<file path="src/simt_pkg.sv">
// ------------------------------
// SIMT warp shared definitions
// Warp sizes, register map and reset PC
// ------------------------------
package simt_pkg;

    // Warp shape
    localparam int NUM_THREADS = 4;
    localparam int PC_W        = 32;

    // Post-dominator stack geometry
    localparam int STACK_DEPTH = 4;
    localparam int STACK_AW    = $clog2(STACK_DEPTH);
    localparam int ENTRY_W     = NUM_THREADS + PC_W;

    typedef logic [NUM_THREADS-1:0] tmask_t;
    typedef logic [PC_W-1:0]        pc_t;

    // Wishbone data and word address widths
    localparam int BUS_W = 32;
    localparam int ADR_W = 2;

    // Word addresses of the register map
    localparam logic [ADR_W-1:0] ADR_CMD   = 2'd0;
    localparam logic [ADR_W-1:0] ADR_ELSE  = 2'd1;
    localparam logic [ADR_W-1:0] ADR_IPDOM = 2'd2;

    // A command word with this bit set is a join, otherwise a split
    localparam int CMD_JOIN_BIT = 31;

    // Status word layout with the thread mask in the low bits
    localparam int STATUS_FULL  = 6;
    localparam int STATUS_EMPTY = 5;
    localparam int STATUS_ERR   = 4;

    localparam pc_t RESET_PC = 32'h0000_1000;

endpackage

</file>
<file path="src/dp_ram.sv">
// ------------------------------
// Dual-port RAM with registered write
// and asynchronous read
// ------------------------------
module dp_ram #(
    parameter int width = 72,
    parameter int depth = 4
) (
    input  logic                     clk,
    input  logic                     write,
    input  logic [$clog2(depth)-1:0] waddr,
    input  logic [width-1:0]         wdata,
    input  logic [$clog2(depth)-1:0] raddr,
    output logic [width-1:0]         rdata
);

    logic [width-1:0] mem [depth];

    always_ff @(posedge clk) begin
        if (write) begin
            mem[waddr] <= wdata;
        end
    end

    // Read path is combinational so the stack can serve a pop in the same cycle
    assign rdata = mem[raddr];

endmodule

</file>
<file path="src/ipdom_stack.sv">
// ------------------------------
// Immediate post-dominator stack
// Two slots per entry with the else slot first
// ------------------------------
module ipdom_stack import simt_pkg::*; (
    input  logic               clk,
    input  logic               reset,
    input  logic [ENTRY_W-1:0] q0,
    input  logic [ENTRY_W-1:0] q1,
    input  logic               push,
    input  logic               pop,
    output logic [ENTRY_W-1:0] d,
    output logic               d_set,
    output logic               empty,
    output logic               full
);

    logic [STACK_AW-1:0]    rd_ptr;
    logic [STACK_AW-1:0]    wr_ptr;
    logic [STACK_DEPTH-1:0] slot_used;
    logic [ENTRY_W-1:0]     d0;
    logic [ENTRY_W-1:0]     d1;
    logic                   top_used;

    // Set once the else slot of the top entry has been handed out
    assign top_used = slot_used[rd_ptr];

    always_ff @(posedge clk) begin
        if (reset) begin
            rd_ptr    <= '0;
            wr_ptr    <= '0;
            slot_used <= '0;
            empty     <= 1'b1;
            full      <= 1'b0;
        end else if (push) begin
            rd_ptr            <= wr_ptr;
            wr_ptr            <= wr_ptr + STACK_AW'(1);
            slot_used[wr_ptr] <= 1'b0;
            empty             <= 1'b0;
            full              <= (wr_ptr == STACK_AW'(STACK_DEPTH - 1));
        end else if (pop) begin
            slot_used[rd_ptr] <= 1'b1;
            // Pointers only retreat when the reconvergence slot is consumed
            rd_ptr <= rd_ptr - STACK_AW'(top_used);
            wr_ptr <= wr_ptr - STACK_AW'(top_used);
            empty  <= (rd_ptr == '0) && top_used;
            // The entry stays occupied until its second pop
            if (top_used) begin
                full <= 1'b0;
            end
        end
    end

    dp_ram #(
        .width (2 * ENTRY_W),
        .depth (STACK_DEPTH)
    ) store (
        .clk   (clk),
        .write (push),
        .waddr (wr_ptr),
        .wdata ({q1, q0}),
        .raddr (rd_ptr),
        .rdata ({d1, d0})
    );

    assign d     = top_used ? d0 : d1;
    assign d_set = !top_used;

    // The control must never overrun or underrun the stack
    a_no_push_full: assert property (@(posedge clk) disable iff (reset) !(push && full));
    a_no_pop_empty: assert property (@(posedge clk) disable iff (reset) !(pop && empty));
    a_push_xor_pop: assert property (@(posedge clk) disable iff (reset) !(push && pop));

endmodule

</file>
<file path="src/divergence_ctl.sv">
// ------------------------------
// Warp divergence control
// Thread mask, PC and split/join decisions
// ------------------------------
module divergence_ctl import simt_pkg::*; (
    input  logic               clk,
    input  logic               reset,

    // Commands from the bus slave
    input  logic               split_req,
    input  tmask_t             pred,
    input  logic               join_req,
    input  pc_t                else_pc,
    input  pc_t                ipdom_pc,

    // Warp state
    output tmask_t             tmask,
    output pc_t                pc,
    output logic               err,

    // Stack side
    output logic               push,
    output logic               pop,
    output logic [ENTRY_W-1:0] q0,
    output logic [ENTRY_W-1:0] q1,
    input  logic [ENTRY_W-1:0] d,
    input  logic               d_set,
    input  logic               empty,
    input  logic               full
);

    tmask_t taken;
    tmask_t not_taken;
    logic   divergent;
    logic   split_overflow;
    logic   join_underflow;

    assign taken     = tmask & pred;
    assign not_taken = tmask & ~pred;

    // Only a predicate that splits the active threads needs a stack entry
    assign divergent = (|taken) && (|not_taken);

    assign push = split_req && divergent && !full;
    assign pop  = join_req && !empty;

    assign split_overflow = split_req && divergent && full;
    assign join_underflow = join_req && empty;

    // Else slot resumes the not-taken threads, the other slot reconverges
    assign q1 = {not_taken, else_pc};
    assign q0 = {tmask, ipdom_pc};

    always_ff @(posedge clk) begin
        if (reset) begin
            tmask <= '1;
            pc    <= RESET_PC;
            err   <= 1'b0;
        end else begin
            if (push) begin
                tmask <= taken;
            end else if (pop) begin
                // Slot choice is made inside the stack
                {tmask, pc} <= d;
            end

            if (split_overflow || join_underflow) begin
                err <= 1'b1;
            end
        end
    end

    // The bus slave decodes one command per write
    a_one_cmd: assert property (@(posedge clk) disable iff (reset)
        !(split_req && join_req));

    // Handing out an else slot leaves its entry on the stack for the reconvergence pop
    a_else_keeps_entry: assert property (@(posedge clk) disable iff (reset)
        (pop && d_set) |=> !empty);

endmodule

</file>
<file path="src/wb_simt_regs.sv">
// ------------------------------
// Wishbone classic register slave
// Pending PCs, command pulses, status
// ------------------------------
module wb_simt_regs import simt_pkg::*; (
    input  logic             clk,
    input  logic             reset,

    // Wishbone classic slave
    input  logic             cyc,
    input  logic             stb,
    input  logic             we,
    input  logic [ADR_W-1:0] adr,
    input  logic [BUS_W-1:0] dat_w,
    input  logic [3:0]       sel,
    output logic [BUS_W-1:0] dat_r,
    output logic             ack,

    // Commands and pending PCs
    output logic             split_req,
    output logic             join_req,
    output tmask_t           pred,
    output pc_t              else_pc,
    output pc_t              ipdom_pc,

    // Warp state for read back
    input  tmask_t           tmask,
    input  pc_t              pc,
    input  logic             err,
    input  logic             empty,
    input  logic             full
);

    logic             req;
    logic             wr_cmd;
    logic [BUS_W-1:0] status;

    // A new request is taken only while ack is low
    assign req    = cyc && stb && !ack;
    assign wr_cmd = req && we && (adr == ADR_CMD);

    always_comb begin
        status                    = '0;
        status[NUM_THREADS-1:0]   = tmask;
        status[STATUS_ERR]        = err;
        status[STATUS_EMPTY]      = empty;
        status[STATUS_FULL]       = full;
    end

    always_ff @(posedge clk) begin
        if (reset) begin
            ack       <= 1'b0;
            split_req <= 1'b0;
            join_req  <= 1'b0;
            else_pc   <= '0;
            ipdom_pc  <= '0;
        end else begin
            ack       <= req;
            // Pulses line up with the ack cycle
            split_req <= wr_cmd && !dat_w[CMD_JOIN_BIT];
            join_req  <= wr_cmd && dat_w[CMD_JOIN_BIT];
            if (req && we && (adr == ADR_ELSE)) begin
                else_pc <= dat_w[PC_W-1:0];
            end
            if (req && we && (adr == ADR_IPDOM)) begin
                ipdom_pc <= dat_w[PC_W-1:0];
            end
        end
    end

    always_ff @(posedge clk) begin
        if (req) begin
            pred <= dat_w[NUM_THREADS-1:0];
            case (adr)
                ADR_CMD:   dat_r <= status;
                ADR_ELSE:  dat_r <= BUS_W'(pc);
                ADR_IPDOM: dat_r <= BUS_W'(ipdom_pc);
                default:   dat_r <= '0;
            endcase
        end
    end

    a_ack_single: assert property (@(posedge clk) disable iff (reset) ack |=> !ack);

    // Master holds the whole request until it sees ack
    a_req_held: assert property (@(posedge clk) disable iff (reset)
        req |=> (cyc && stb && $stable({we, adr, dat_w, sel})));

endmodule

</file>
<file path="src/simt_top.sv">
// ------------------------------
// SIMT warp divergence unit
// Bus slave, control and IPDOM stack
// ------------------------------
module simt_top import simt_pkg::*; (
    input  logic             clk,
    input  logic             reset,
    input  logic             cyc,
    input  logic             stb,
    input  logic             we,
    input  logic [ADR_W-1:0] adr,
    input  logic [BUS_W-1:0] dat_w,
    input  logic [3:0]       sel,
    output logic [BUS_W-1:0] dat_r,
    output logic             ack
);

    logic               split_req;
    logic               join_req;
    tmask_t             pred;
    pc_t                else_pc;
    pc_t                ipdom_pc;
    tmask_t             tmask;
    pc_t                pc;
    logic               err;
    logic               push;
    logic               pop;
    logic [ENTRY_W-1:0] q0;
    logic [ENTRY_W-1:0] q1;
    logic [ENTRY_W-1:0] d;
    logic               d_set;
    logic               empty;
    logic               full;

    wb_simt_regs regs (
        .clk       (clk),
        .reset     (reset),
        .cyc       (cyc),
        .stb       (stb),
        .we        (we),
        .adr       (adr),
        .dat_w     (dat_w),
        .sel       (sel),
        .dat_r     (dat_r),
        .ack       (ack),
        .split_req (split_req),
        .join_req  (join_req),
        .pred      (pred),
        .else_pc   (else_pc),
        .ipdom_pc  (ipdom_pc),
        .tmask     (tmask),
        .pc        (pc),
        .err       (err),
        .empty     (empty),
        .full      (full)
    );

    divergence_ctl ctl (
        .clk       (clk),
        .reset     (reset),
        .split_req (split_req),
        .pred      (pred),
        .join_req  (join_req),
        .else_pc   (else_pc),
        .ipdom_pc  (ipdom_pc),
        .tmask     (tmask),
        .pc        (pc),
        .err       (err),
        .push      (push),
        .pop       (pop),
        .q0        (q0),
        .q1        (q1),
        .d         (d),
        .d_set     (d_set),
        .empty     (empty),
        .full      (full)
    );

    ipdom_stack stack (
        .clk   (clk),
        .reset (reset),
        .q0    (q0),
        .q1    (q1),
        .push  (push),
        .pop   (pop),
        .d     (d),
        .d_set (d_set),
        .empty (empty),
        .full  (full)
    );

endmodule

</file>
<file path="config.mk">
export PLATFORM = sky130hd
export DESIGN_NAME = simt_top
export DESIGN_NICKNAME = d
export VERILOG_FILES = /design/src/simt_pkg.sv /design/src/dp_ram.sv /design/src/ipdom_stack.sv /design/src/divergence_ctl.sv /design/src/wb_simt_regs.sv /design/src/simt_top.sv
export SDC_FILE = /design/constraint.sdc
export NUM_CORES = 1
export LEC_CHECK = 0
export BUFFER_PORTS_ARGS = -buffer_cell sky130_fd_sc_hd__buf_2
export CORE_UTILIZATION = 45
export DETAILED_ROUTE_END_ITERATION = 10
export PLACE_DENSITY_LB_ADDON = 0.15
export SLEW_MARGIN = 15
export SYNTH_ARGS = -nofsm -noshare
export SYNTH_HDL_FRONTEND = slang
export SYNTH_HIERARCHICAL = 1
export SYNTH_SLANG_ARGS = --single-unit
</file>
<file path="constraint.sdc">
create_clock -name clk -period 11.1 [get_ports clk]
set_input_delay 2.22 -clock clk [delete_from_list [all_inputs] [get_ports clk]]
set_output_delay 2.22 -clock clk [all_outputs]
set_load 0.01 [all_outputs]
</file>
==> results.toml <==
[status]
status = "completed"

[global_routing]
antenna_found_initial = 0
grt-ovfl-total = 0
grt_usage_pct = 17.4
grt_max_degree = 103
grt_pass1_vias = 9144
grt_pass1_wl_um = 54400

[die]
start_util_pct = 46.1
die_area_um2 = 40900
die_w_um = 202
fp.coreArea_um2 = 39100
io_pins = 76
dieHeight_um = 202
num_rows = 72

[synthesis]
synth_cell_types = 50
yosys_warnings = 6
post_synth.cell_area_avg_um2 = 16.7
synthTopCellsByArea = "edfxtp_1 (54%), dfxtp_1 (13%), mux4_2 (8.7%), mux2i_1 (5.8%), nand2b_1 (5.5%)"
syn_nets = 1123
synth_top_area_share_pct = 54.0
synth_top_cell_by_area = "edfxtp_1"
ys_ff_latch = 438
synth.cell_area_um2 = 18000
ys_seq_area_share_pct = 66.6
syn_inst = 1078

[pwr]
power.total_mw = 3.37
switchingPower_uw = 653
ir_drop_mv = 0.0943
clkPwrFrac_pct = 45.8
switching_share_pct = 19.4
power.share.sequential_pct = 52.1
p_leak_nw = 6.20
pwr-share-comb_pct = 2.1
p_int_mw = 2.72
p_per_area_nw_per_um2 = 171

[sta]
setup_tns_ns = 0
maxSlewHeadroom_pct = 37.7
setup_violations = 0
setup_ws_ns = 7.26
fmax_mhz = 260
slew_violations = 0
worstMarginPinSlew_ns = 0.935
rsz0062_at_grt = "no"
finalCritPeriodShare_pct = 34.6
finClkSkew_ns = 0.0206
min_period_ns = 3.84
timing_hold_violations_final = 0

[cells_and_area]
mostFrequentLayoutCells = "edfxtp_1 (324), nand2b_1 (159), dfxtp_1 (112), mux2i_1 (104)"
design_area_um2 = 19700
final_common_cell = "edfxtp_1"
area_growth_pct = 9.20
antenna_cells = 0
drive_gt1_share_pct = 24.9
nNetsFinal = 1126
nFillCells = 3298

[detailed_routing]
vias = 8703
met1_length_um = 15900
drt-wirelength-per-cell_um = 21.3
routed_wl_um = 34800
drc_errors = 0
detailedRoute.firstPassIterationCount = 4
wl_met2_um = 17100
ant_nets = 0
dr.max_layer_used = "met4"
vias_per_cell = 5.32
route.met3.wl_um = 1110
drt_first_iter_violations = 524

[placed_design]
routabilityCongestion = 0.682
place_ws_ns = 6.68
hpwl_um = 18500
io_buffers = 71
placed_area_um2 = 18200

[cts]
clock-sinks = 438
cts_resized = 0
postCtsHoldBufs = 0
insertion_delay_ns = 0.55
cts-root-buf = "clkbuf_16"
cts.path.max_buffers = 3
postCtsSetupRepairBufs = 0
htree_levels = 2
cts_inserted_buffers = 45
path_clk_slew_ns = 0.06
cts_tree = "done"

[worst_setup_path]
endpoint_kind = "flip-flop"
startpoint_type = "input port"
cp_max_fo = 27
required_ns = 11.56
crit_top_cell = "buf_4"
max_stage_delay_ns = 0.52
arrival_ns = 4.30
critPathTopFamily = "buffers and inverters"
path_class = "input port to flip-flop"
cpMaxStageDelayCell = "and2_1"
path_buf_inv = 3
crit_chain = "buf_2 -> nor2b_4 -> buf_4 -> and2_1 -> buf_4 -> mux2i_1"

[worst_hold_path]
hp-class = "flip-flop to flip-flop"

[flow_run]
max_cap_viol_count = 0
## metal layers
metal | GRT usage [%] | vias up
met3 | 2.66 | 47
met1 | 23.8 | 4530
met5 | 0 | -
met2 | 28.9 | 140
met4 | 4.94 | 0
li1 | - | 3986
## logic make-up after synthesis
group	share of synthesized area [%]
AO/OA/AOI/OAI	2.78
XOR/XNOR	0.0486
adder cells (fa/ha/maj)	0.139
buffers and inverters	5.84
flip-flops	66.6
multiplexers	17.2
AND/OR/NAND/NOR	7.38
## layout make-up
class | instances | area, um2 | share of cell area (%)
clock inverters | 25 | 275 | 1.40
inverters | 7 | 26.3 | 0.133
flip-flops and latches | 438 | 12000 | 61.0
clock buffers | 58 | 1260 | 6.39
well taps | 518 | 648 | 3.29
repair buffers | 85 | 463 | 2.35
multi-input cells | 504 | 5000 | 25.4
## final timing paths
check,end,slack (ns),startpoint,cells past startpoint
min reg2reg,ctl/pc[19]$_SDFFE_PP0P_,0.47,ctl/pc[19]$_SDFFE_PP0P_,2
min,ctl/pc[19]$_SDFFE_PP0P_,0.47,ctl/pc[19]$_SDFFE_PP0P_,2
max reg2reg,stack/rd_ptr[1]$_SDFFE_PP0P_,7.65,stack/rd_ptr[1]$_SDFFE_PP0P_,10
max,regs/ipdom_pc[20]$_SDFFE_PP0P_,7.26,adr[1],6
## power by group through the flow
stage / clock (mW) / combinational [mW] / sequential (mW)
final: 1.55 / 0.0696 / 1.76
after detailed placement: 0 / 0.0712 / 1.79
after global placement: 0 / 0.0708 / 1.79
after CTS: 1.58 / 0.0714 / 1.76
after global routing: 1.65 / 0.0755 / 1.76
after floorplan: 0 / 0.0467 / 1.79
## cell usage after synthesis, drive strengths merged
cell type / count
or2: 1
edfxtp: 324
nor2: 11
nor2b: 9
xnor2: 1
a311o: 4
a31oi: 3
and3: 1
mux2: 38
o21ai: 11
mux2i: 104
a32oi: 1
nand3b: 1
mux4: 72
a22o: 25
a211oi: 3
a21oi: 9
nor3: 3
o41a: 1
nand2b: 159
and2b: 1
dfxtp: 114
nor3b: 1
inv: 7
and4b: 1
or3: 1
ha: 2
clkbuf: 24
and3b: 2
nand2: 26
and2: 3
a22oi: 6
o21bai: 1
nand3: 3
buf: 105
## sequential cells by signal, summed over array words and instances (netlist names), 2 cells and up
name	flops
regs/pred	4
ctl/tmask	4
stack/store/mem	288
regs/else_pc	32
stack/rd_ptr	2
stack/slot_used	4
regs/ipdom_pc	32
stack/wr_ptr	2
regs/dat_r	32
ctl/pc	32
## tightest hold or removal path, stage by stage, from the launching register on
cell and delay [ns]:
dfxtp_1 0.31, nand2b_1 0.06, mux2i_1 0.06
## per-stage QoR
| stage | std cells | hold WS (ns) | util (%) |
|---|---|---|---|
| floorplan | 1078 | 0.448 | - |
| global placement | 1552 | 0.459 | 46.4 |
| detailed placement | 1552 | 0.464 | 46.4 |
| CTS | 1635 | 0.474 | 50.4 |
| global route | 1635 | 0.490 | 50.4 |
| finish | 1635 | 0.473 | 50.4 |
Note: power is estimated with default switching activity, not from simulation.
